--- config.mk ---
export PLATFORM = sky130hd
export DESIGN_NAME = u1e_core
export DESIGN_NICKNAME = d
export VERILOG_FILES = /design/src/hw/u1e_bus_pkg.sv /design/src/hw/u1e_settings_pkg.sv /design/src/hw/wb_slave_decode.sv /design/src/hw/core_ctrl_regs.sv /design/src/hw/settings_bridge_16le.sv /design/src/hw/vita_time64.sv /design/src/hw/u1e_core.sv
export VERILOG_INCLUDE_DIRS = /design/src /design/src/hw
export SDC_FILE = /design/constraint.sdc
export NUM_CORES = 1
export LEC_CHECK = 0
export ABC_AREA = 0
export BUFFER_PORTS_ARGS = -buffer_cell sky130_fd_sc_hd__buf_2
export CORE_MARGIN = 2
export CORE_UTILIZATION = 62
export DETAILED_ROUTE_END_ITERATION = 8
export GPL_TIMING_DRIVEN = 0
export PLACE_DENSITY = 0.85
export SYNTH_ARGS = -nofsm -noshare
export SYNTH_HDL_FRONTEND = slang
export SYNTH_SLANG_ARGS = --single-unit
--- constraint.sdc ---
create_clock -name wb_clk -period 3.27 [get_ports wb_clk]
set_clock_uncertainty 0.1 [all_clocks]
set_input_delay 0.4905 -clock wb_clk [delete_from_list [all_inputs] [get_ports wb_clk]]
set_output_delay 0.4905 -clock wb_clk [all_outputs]
set_load 0.005 [all_outputs]
--- src/hw/u1e_config.svh ---
// build constants for the u1e control plane
// bus widths, misc register map, settings indices and timer rate
`ifndef U1E_CONFIG_SVH
`define U1E_CONFIG_SVH

// register bus
`define U1E_DW            16
`define U1E_AW            11
`define U1E_SW            2
`define U1E_DEC_W         4       // top address bits pick the slave
`define U1E_SLV_MISC      4'd0
`define U1E_SLV_SETTINGS  4'd5

// misc slave offsets in bytes
`define REG_LEDS          7'd0
`define REG_SWITCHES      7'd2
`define REG_CGEN_CTRL     7'd4
`define REG_CGEN_ST       7'd6
`define REG_TEST          7'd8
`define REG_RX_FRAMELEN   7'd10
`define REG_TX_FRAMELEN   7'd12
`define REG_XFER_RATE     7'd14
`define REG_COMPAT        7'd16

`define U1E_WHOAMI        8'd0
`define U1E_COMPAT_NUM    8'd2
`define U1E_READ_DEFAULT  16'hBEEF

// settings bus
`define U1E_SET_AW        8
`define SR_CLEAR_FIFO     8'd6
`define SR_TIME64         8'd28   // secs, ticks, mode
`define U1E_TICKS_PER_SEC 32'd100 // tiny second for simulation

`endif

--- src/hw/u1e_bus_pkg.sv ---
// register bus types
// shared by the top level, the decoder and the bus slaves
`include "u1e_config.svh"

package u1e_bus_pkg;

   // one bus word
   typedef logic [`U1E_DW-1:0]    wb_data_t;

   // byte address, top bits select the slave
   typedef logic [`U1E_AW-1:0]    wb_addr_t;

   typedef logic [`U1E_SW-1:0]    wb_sel_t;     // byte lanes

   // decoded slave number
   typedef logic [`U1E_DEC_W-1:0] slave_idx_t;

endpackage

--- src/hw/u1e_settings_pkg.sv ---
// settings bus and VITA time types
`include "u1e_config.svh"

package u1e_settings_pkg;

   typedef logic [`U1E_SET_AW-1:0]  set_addr_t;
   typedef logic [1:0][`U1E_DW-1:0] set_data_t;   // {high, low} words

   // seconds in words 3..2, ticks in words 1..0
   typedef logic [3:0][`U1E_DW-1:0] vita_time_t;

   typedef logic [31:0] vita_secs_t;
   typedef logic [31:0] vita_ticks_t;

endpackage

--- src/hw/wb_slave_decode.sv ---
// single-master register bus decode
// slave strobes, ack and read data return, default slave for holes
`timescale 1ns/1ps
`include "u1e_config.svh"

module wb_slave_decode
   import u1e_bus_pkg::*;
(
   input  logic     wb_clk,
   input  logic     wb_rst,
   input  logic     cyc_i,
   input  logic     stb_i,
   input  wb_addr_t adr_i,
   output logic     misc_stb_o,
   output logic     set_stb_o,
   input  logic     misc_ack_i,
   input  wb_data_t misc_dat_i,
   input  logic     set_ack_i,
   output logic     ack_o,
   output wb_data_t dat_o
);

   slave_idx_t slave_idx;
   logic       req;
   logic       unmapped;
   logic       dflt_ack;      // default slave answer

   assign slave_idx = adr_i[`U1E_AW-1 -: `U1E_DEC_W];
   assign req       = cyc_i & stb_i;
   assign unmapped  = (slave_idx != `U1E_SLV_MISC) && (slave_idx != `U1E_SLV_SETTINGS);

   assign misc_stb_o = req & (slave_idx == `U1E_SLV_MISC);
   assign set_stb_o  = req & (slave_idx == `U1E_SLV_SETTINGS);

   // nothing lives here, so answer once and let the host move on
   always_ff @(posedge wb_clk)
   begin
      if (wb_rst)
         dflt_ack <= 1'b0;
      else
         dflt_ack <= req & unmapped & ~dflt_ack;
   end

   always_comb
   begin
      ack_o = 1'b0;
      dat_o = '0;
      case (slave_idx)
         `U1E_SLV_MISC:
         begin
            ack_o = misc_ack_i;
            dat_o = misc_dat_i;
         end
         `U1E_SLV_SETTINGS:
            ack_o = set_ack_i;      // write only, reads as 0
         default:
            ack_o = dflt_ack;
      endcase
   end

endmodule

--- src/hw/core_ctrl_regs.sv ---
// misc control and status registers (slave 0)
// plus the FIFO-clear setting register on the settings bus
`timescale 1ns/1ps
`include "u1e_config.svh"

module core_ctrl_regs
   import u1e_bus_pkg::*;
   import u1e_settings_pkg::*;
(
   input  logic       wb_clk,
   input  logic       wb_rst,
   input  logic       stb_i,
   input  logic       we_i,
   input  wb_addr_t   adr_i,
   input  wb_data_t   dat_i,
   output wb_data_t   dat_o,
   output logic       ack_o,
   input  logic       set_stb_i,
   input  set_addr_t  set_addr_i,
   input  set_data_t  set_data_i,
   input  logic       cgen_st_status_i,
   input  logic       cgen_st_ld_i,
   input  logic       cgen_st_refmon_i,
   input  wb_data_t   rx_frame_len_i,
   output logic [3:0] led_o,
   output logic       cgen_sync_b_o,
   output logic       cgen_ref_sel_o,
   output wb_data_t   tx_frame_len_o,
   output logic       tx_enable_o,
   output logic       rx_enable_o,
   output logic [7:0] rate_o,
   output logic       clear_tx_o,
   output logic       clear_rx_o
);

   wb_data_t   reg_leds;
   wb_data_t   reg_cgen_ctrl;
   wb_data_t   reg_test;
   wb_data_t   reg_tx_framelen;
   wb_data_t   reg_xfer_rate;
   logic [1:0] clear_bits;    // {tx, rx}
   logic       clear_hit;     // clear setting seen last cycle
   logic       clear_wr;
   logic [6:0] offs;

   assign offs  = adr_i[6:0];
   assign ack_o = stb_i;      // always ready

   //////////////////////////////////////////////////////////////////////
   // host writes
   always_ff @(posedge wb_clk)
   begin
      if (wb_rst)
      begin
         reg_leds        <= '0;
         reg_cgen_ctrl   <= 16'd3;   // sync_b and ref_sel high
         reg_test        <= '0;
         reg_tx_framelen <= '0;
         reg_xfer_rate   <= '0;
      end
      else if (stb_i & we_i)
      begin
         case (offs)
            `REG_LEDS:        reg_leds        <= dat_i;
            `REG_CGEN_CTRL:   reg_cgen_ctrl   <= dat_i;
            `REG_TEST:        reg_test        <= dat_i;
            `REG_TX_FRAMELEN: reg_tx_framelen <= dat_i;
            `REG_XFER_RATE:   reg_xfer_rate   <= dat_i;
            default:          ;                // read-only or hole
         endcase
      end
   end

   always_comb
   begin
      case (offs)
         `REG_LEDS:        dat_o = reg_leds;
         `REG_SWITCHES:    dat_o = '0;
         `REG_CGEN_CTRL:   dat_o = reg_cgen_ctrl;
         `REG_CGEN_ST:     dat_o = {13'd0, cgen_st_status_i, cgen_st_ld_i, cgen_st_refmon_i};
         `REG_TEST:        dat_o = reg_test;
         `REG_RX_FRAMELEN: dat_o = rx_frame_len_i;
         `REG_TX_FRAMELEN: dat_o = reg_tx_framelen;
         `REG_XFER_RATE:   dat_o = reg_xfer_rate;
         `REG_COMPAT:      dat_o = {`U1E_WHOAMI, `U1E_COMPAT_NUM};
         default:          dat_o = `U1E_READ_DEFAULT;
      endcase
   end

   assign led_o          = reg_leds[3:0];
   assign cgen_sync_b_o  = reg_cgen_ctrl[1];
   assign cgen_ref_sel_o = reg_cgen_ctrl[0];
   assign tx_frame_len_o = reg_tx_framelen;
   assign tx_enable_o    = reg_xfer_rate[15];
   assign rx_enable_o    = reg_xfer_rate[14];
   assign rate_o         = reg_xfer_rate[7:0];

   //////////////////////////////////////////////////////////////////////
   // FIFO clear, one pulse per settings write
   assign clear_wr = set_stb_i & (set_addr_i == `SR_CLEAR_FIFO);

   always_ff @(posedge wb_clk)
   begin
      if (wb_rst)
      begin
         clear_bits <= 2'b00;
         clear_hit  <= 1'b0;
      end
      else
      begin
         clear_hit <= clear_wr;
         if (clear_wr)
            clear_bits <= set_data_i[0][1:0];
      end
   end

   assign clear_tx_o = clear_bits[1] & clear_hit;
   assign clear_rx_o = clear_bits[0] & clear_hit;

endmodule

--- src/hw/settings_bridge_16le.sv ---
// 16-bit bus to 32-bit settings bus bridge (slave 5)
// low half first, the high half fires the strobe
`timescale 1ns/1ps
`include "u1e_config.svh"

module settings_bridge_16le
   import u1e_bus_pkg::*;
   import u1e_settings_pkg::*;
(
   input  logic      wb_clk,
   input  logic      wb_rst,
   input  logic      stb_i,
   input  logic      we_i,
   input  wb_addr_t  adr_i,
   input  wb_data_t  dat_i,
   output logic      ack_o,
   output logic      set_stb_o,
   output set_addr_t set_addr_o,
   output set_data_t set_data_o
);

   wb_data_t low_word;        // last low half written
   logic     wr_low;
   logic     wr_high;

   assign ack_o   = stb_i;
   assign wr_low  = stb_i & we_i & ~adr_i[1];
   assign wr_high = stb_i & we_i &  adr_i[1];

   always_ff @(posedge wb_clk)
   begin
      if (wr_low)
         low_word <= dat_i;
   end

   always_ff @(posedge wb_clk)
   begin
      if (wb_rst)
         set_stb_o <= 1'b0;
      else
         set_stb_o <= wr_high;   // one cycle only
   end

   // 32 settings of 4 bytes each
   always_ff @(posedge wb_clk)
   begin
      if (wr_high)
      begin
         set_addr_o <= set_addr_t'(adr_i[6:2]);
         set_data_o <= {dat_i, low_word};
      end
   end

endmodule

--- src/hw/vita_time64.sv ---
// 64-bit VITA time, seconds and ticks
// PPS sync and edge detect, immediate or PPS-aligned load
`timescale 1ns/1ps
`include "u1e_config.svh"

module vita_time64
   import u1e_settings_pkg::*;
(
   input  logic       wb_clk,
   input  logic       wb_rst,
   input  logic       set_stb_i,
   input  set_addr_t  set_addr_i,
   input  set_data_t  set_data_i,
   input  logic       pps_i,
   output vita_time_t vita_time_o,
   output logic       pps_int_o
);

   logic        pps_s1;
   logic        pps_s2;
   logic        pps_s3;       // previous synced level
   logic        pps_edge;
   vita_secs_t  secs;
   vita_secs_t  pend_secs;
   vita_ticks_t ticks;
   vita_ticks_t pend_ticks;
   logic        mode_pps;     // 1 = load on next PPS
   logic        armed;
   logic        wr_secs;
   logic        wr_ticks;
   logic        wr_mode;
   logic        last_tick;

   assign wr_secs   = set_stb_i & (set_addr_i == `SR_TIME64);
   assign wr_ticks  = set_stb_i & (set_addr_i == (`SR_TIME64 + 8'd1));
   assign wr_mode   = set_stb_i & (set_addr_i == (`SR_TIME64 + 8'd2));
   assign last_tick = (ticks == (`U1E_TICKS_PER_SEC - 32'd1));
   assign pps_edge  = pps_s2 & ~pps_s3;

   assign vita_time_o = {secs, ticks};

   //////////////////////////////////////////////////////////////////////
   // pps input, two flops then rising edge
   always_ff @(posedge wb_clk)
   begin
      if (wb_rst)
      begin
         pps_s1    <= 1'b0;
         pps_s2    <= 1'b0;
         pps_s3    <= 1'b0;
         pps_int_o <= 1'b0;
      end
      else
      begin
         pps_s1    <= pps_i;
         pps_s2    <= pps_s1;
         pps_s3    <= pps_s2;
         pps_int_o <= pps_edge;
      end
   end

   //////////////////////////////////////////////////////////////////////
   // pending time and load control
   always_ff @(posedge wb_clk)
   begin
      if (wb_rst)
      begin
         pend_secs  <= '0;
         pend_ticks <= '0;
         mode_pps   <= 1'b0;
         armed      <= 1'b0;
      end
      else
      begin
         if (wr_secs)
            pend_secs <= set_data_i;
         if (wr_ticks)
            pend_ticks <= set_data_i;
         if (wr_mode)
            mode_pps <= set_data_i[0][0];
         if (wr_ticks & mode_pps)
            armed <= 1'b1;        // wait for the edge
         else if (armed & pps_edge)
            armed <= 1'b0;
      end
   end

   always_ff @(posedge wb_clk)
   begin
      if (wb_rst)
      begin
         secs  <= '0;
         ticks <= '0;
      end
      else if (wr_ticks & ~mode_pps)
      begin
         secs  <= pend_secs;      // immediate load
         ticks <= set_data_i;
      end
      else if (armed & pps_edge)
      begin
         secs  <= pend_secs;
         ticks <= pend_ticks;
      end
      else if (last_tick)
      begin
         secs  <= secs + 32'd1;
         ticks <= '0;
      end
      else
         ticks <= ticks + 32'd1;
   end

endmodule

--- src/hw/u1e_core.sv ---
// control plane top, bus decode plus misc, settings bridge and timer
`timescale 1ns/1ps
`include "u1e_config.svh"

module u1e_core
   import u1e_bus_pkg::*;
   import u1e_settings_pkg::*;
(
   input  logic       wb_clk,
   input  logic       wb_rst,
   // host register bus
   input  logic       cyc_i,
   input  logic       stb_i,
   input  logic       we_i,
   input  wb_addr_t   adr_i,
   input  wb_sel_t    sel_i,     // full-word accesses only
   input  wb_data_t   dat_i,
   output wb_data_t   dat_o,
   output logic       ack_o,
   // board status
   input  logic       cgen_st_status_i,
   input  logic       cgen_st_ld_i,
   input  logic       cgen_st_refmon_i,
   input  wb_data_t   rx_frame_len_i,
   input  logic       pps_i,
   // controls
   output logic [3:0] led_o,
   output logic       cgen_sync_b_o,
   output logic       cgen_ref_sel_o,
   output wb_data_t   tx_frame_len_o,
   output logic       tx_enable_o,
   output logic       rx_enable_o,
   output logic [7:0] rate_o,
   output logic       clear_tx_o,
   output logic       clear_rx_o,
   output vita_time_t vita_time_o,
   output logic       pps_int_o
);

   logic      misc_stb;
   logic      misc_ack;
   wb_data_t  misc_dat;
   logic      bridge_stb;
   logic      bridge_ack;
   logic      set_stb;
   set_addr_t set_addr;
   set_data_t set_data;

   wb_slave_decode u_decode
     (.wb_clk(wb_clk), .wb_rst(wb_rst), .cyc_i(cyc_i), .stb_i(stb_i), .adr_i(adr_i),
      .misc_stb_o(misc_stb), .set_stb_o(bridge_stb),
      .misc_ack_i(misc_ack), .misc_dat_i(misc_dat), .set_ack_i(bridge_ack),
      .ack_o(ack_o), .dat_o(dat_o));

   // slave 0
   core_ctrl_regs u_ctrl
     (.wb_clk(wb_clk), .wb_rst(wb_rst), .stb_i(misc_stb), .we_i(we_i), .adr_i(adr_i),
      .dat_i(dat_i), .dat_o(misc_dat), .ack_o(misc_ack),
      .set_stb_i(set_stb), .set_addr_i(set_addr), .set_data_i(set_data),
      .cgen_st_status_i(cgen_st_status_i), .cgen_st_ld_i(cgen_st_ld_i),
      .cgen_st_refmon_i(cgen_st_refmon_i), .rx_frame_len_i(rx_frame_len_i),
      .led_o(led_o), .cgen_sync_b_o(cgen_sync_b_o), .cgen_ref_sel_o(cgen_ref_sel_o),
      .tx_frame_len_o(tx_frame_len_o), .tx_enable_o(tx_enable_o),
      .rx_enable_o(rx_enable_o), .rate_o(rate_o),
      .clear_tx_o(clear_tx_o), .clear_rx_o(clear_rx_o));

   // slave 5
   settings_bridge_16le u_bridge
     (.wb_clk(wb_clk), .wb_rst(wb_rst), .stb_i(bridge_stb), .we_i(we_i), .adr_i(adr_i),
      .dat_i(dat_i), .ack_o(bridge_ack),
      .set_stb_o(set_stb), .set_addr_o(set_addr), .set_data_o(set_data));

   vita_time64 u_time
     (.wb_clk(wb_clk), .wb_rst(wb_rst),
      .set_stb_i(set_stb), .set_addr_i(set_addr), .set_data_i(set_data),
      .pps_i(pps_i), .vita_time_o(vita_time_o), .pps_int_o(pps_int_o));

endmodule

==> impl_metrics.ini <==
[setup_path]
cp_num_buf_inv = 4
path_delay_family = buffers and inverters
crit_top_cell = buf_2
path_class = in2out
cp.required_ns = 2.68
start_kind = input pin
cp_slowest_cell = clkbuf_1
worst-path-max-fanout = 10
slowest_delay_ns = 0.45
worst-endpoint-arrival_ns = 2.55
path_cells = buf_2 -> buf_2 -> o31a_1 -> nor4_2 -> clkbuf_1 -> o21ai_0 -> a21oi_1 -> a21oi_1 -> buf_2
critPathCaptureType = primary output

[clock_network]
cts-resized-gates = 0
root_buffer = clkbuf_16
cts_setup_buffers = 0
cts_tree = done
htree_levels = 1
clockBufferDepth = 3
path_clk_slew_ns = 0.06
ctsHoldBuffers = 0
cts_made_buffers = 26
cts_num_sinks = 272
clk_latency_ns = 0.53

[power_and_ir_drop]
power_density_nw_per_um2 = 495
p_int_uw = 5380
peakVddDrop_mv = 0.380
p_clk_share_pct = 46.9
power_frac_comb_pct = 2.9
total_power_uw = 6820
switchingPower_uw = 1440
power_frac_seq_pct = 50.3
swShare_pct = 21.1
p_leak_uw = 0.00540

[routing]
drtAntennaViolNets = 0
first_pass_iters = 5
drcViolationCount = 0
vias = 10639
wl_mm = 33.1
vias_per_cell = 6.11
post_drt_wl_per_cell_um = 19.0
drtIter0Drc = 1027

[synth]
synthArstFlopShare_pct = 0
syn_area_um2 = 11700
ys_types = 56
ys_seq_area_share_pct = 51.0
avgSynthCellArea_um2 = 9.06
yosys_warnings = 0
ys_ff_latch = 272
synth_flop_cell = dfxtp_1
syn_nets = 1350
synth-edff-count = 53
synthCells = 1294

[global_route]
grt_usage_pct = 32.5
antenna_found_initial = 0
grt_remaining_overflow = 0
grt_max_degree = 39
grt_pass1_vias = 9919
grt_pass1_wl_mm = 51.7

[final_layout]
syn_to_final_growth_pct = 17.5
drive_gt1_share_pct = 18.6
diodes = 0
final_nets = 1543
final_cells = 1741

[sta]
worstMarginPinSlew_ns = 0.876
max-slew-margin-rel_pct = 41.1
finalSetupViolCount = 0
fin_tns_setup_ns = 0
final-hold-violation-count = 0
holdWs_ns = 0.0639
fin_crit_sh_pct = 96.1
rsz0062_at_grt = no
slew_violations = 0
fin_ws_ns = 0.128
fmax_ghz = 0.318
post-route-min-period_ns = 3.14

[place]
dp_cells = 1693
gp_congestion = 0.934
post-place-ws_ns = 0.0255
dp_hpwl_mm = 23.8
port-buffer-count = 165

[hold_path]
hold_class = in2reg

[floorplanning]
die-area_um2 = 20000
rows = 50
core_area_um2 = 18600
io_pins = 170
die_x_um = 141
start_util_pct = 62.9
fp.dieH_um = 141

[status]
status = finished, final reports clean

[job]
max-cap-violations = 0
==> synth_stat cells, types with 9 or more instances <==
| library cell | count | area, um2 |
|---|---|---|
| nand2_1 | 254 | 953 |
| dfxtp_1 | 219 | 4380 |
| a21oi_1 | 142 | 711 |
| nor2_1 | 122 | 458 |
| clkbuf_1 | 68 | 255 |
| edfxtp_1 | 53 | 1590 |
| xor2_1 | 38 | 333 |
| mux2i_1 | 36 | 360 |
| nor3_1 | 36 | 180 |
| a211oi_1 | 35 | 263 |
| nand3_1 | 31 | 155 |
| a221oi_1 | 29 | 254 |
| a22oi_1 | 29 | 218 |
| nand4_1 | 22 | 138 |
| xnor2_1 | 20 | 175 |
| o21ai_0 | 16 | 80.1 |
| mux2_2 | 14 | 158 |
| buf_2 | 13 | 65.1 |
| buf_4 | 13 | 97.6 |
| and3_1 | 10 | 62.6 |
| and2_1 | 9 | 56.3 |
| nor4_1 | 9 | 56.3 |
==> layer usage <==
| metal | vias to the layer above | track usage [%] | routed length [um] |
|---|---|---|---|
| li1 | 4934 | - | - |
| met5 | - | 0 | 0 |
| met3 | 108 | 3.64 | 2960 |
| met1 | 5010 | 42.7 | 13100 |
| met2 | 587 | 54.5 | 15600 |
| met4 | 0 | 14.7 | 1400 |
==> worst register-to-register path: stages, from the launching register on <==
cell and delay [ns]:
dfxtp_1 0.50, ha_1 0.34, nor3b_1 0.21, nand4_1 0.39, nor3_4 0.48, nor2_1 0.19
buf_2 0.27, a221oi_1 0.32, nor3_1 0.09
==> stage by stage <==
step	util, %	instance area (um2)
finish	73.8	13800
detailed placement	68.9	12800
global placement	68.9	12800
CTS	73.8	13800
global route	73.8	13800
floorplan	-	11700
==> state kept, by name (all words and copies together) (netlist names), 2 cells and up <==
signal / cells
u_time.ticks: 32
u_ctrl.reg_leds: 16
u_ctrl.reg_xfer_rate: 16
u_time.pend_ticks: 32
u_bridge.low_word: 16
u_ctrl.tx_frame_len_o: 16
u_time.pend_secs: 32
u_bridge.set_addr_o: 5
u_ctrl.reg_cgen_ctrl: 16
u_ctrl.clear_bits: 2
u_time.secs: 32
u_ctrl.reg_test: 16
u_bridge.set_data_o: 32
==> cell usage in the layout (no fill, tap or decap), types with 7 or more instances in the layout <==
master,netlist,layout
a211oi_1,35,35
a21oi_1,142,142
a221oi_1,29,29
a22oi_1,29,29
and2_1,9,8
and3_1,10,10
and4_1,8,8
buf_2,13,178
buf_4,13,13
clkbuf_1,68,72
clkbuf_16,0,27
dfxtp_1,219,219
edfxtp_1,53,53
mux2_2,14,14
mux2i_1,36,36
nand2_1,254,254
nand3_1,31,31
nand4_1,22,22
nor2_1,122,122
nor2b_1,8,7
nor3_1,36,36
nor4_1,9,8
o21ai_0,16,16
xnor2_1,20,20
xor2_1,38,38
==> final cells by class <==
cell class / count / area, um2
Sequential cell: 272 / 5980
Timing Repair Buffer: 165 / 826
Multi-Input combinational cell: 919 / 5280
Inverter: 5 / 18.8
Buffer: 98 / 460
Clock buffer: 37 / 743
Fill cell: 1337 / 4880
Tap cell: 234 / 293
Clock inverter: 11 / 170
==> power groups by stage <==
| stage | sequential [uW] | combinational [uW] | clock (uW) |
|---|---|---|---|
| after floorplan | 3500 | 87.8 | 0 |
| after global placement | 3500 | 185 | 0 |
| after detailed placement | 3500 | 188 | 0 |
| after CTS | 3430 | 190 | 3200 |
| after global routing | 3420 | 211 | 3340 |
| final | 3430 | 195 | 3200 |
==> path summary, 6_finish.rpt <==
path,startpoint,endpoint,slack (ns),cells past startpoint
worst max-delay path,adr_i[2],dat_o[3],0.13,9
worst min-delay path,pps_i,u_time.pps_s1,0.06,2
worst max register to register,u_time.ticks[0],u_time.ticks[4],0.26,8
worst min register to register,u_bridge.low_word[4],u_bridge.set_data_o[4],0.32,0
==> kinds of logic (layout without fill, tap and decap cells) <==
logic type | count (synthesis) | in the layout | synth area share (%)
AOI/OAI and AO/OA | 263 | 263 | 13.9
buffers and inverters | 103 | 316 | 4.06
muxes | 52 | 52 | 4.80
and+or+nand+nor | 544 | 544 | 21.7
xor gates and xnor gates | 58 | 58 | 4.33
DFF | 272 | 272 | 51.0
adders and majority gates | 2 | 2 | 0.213
(Power assumes the default switching activity.)
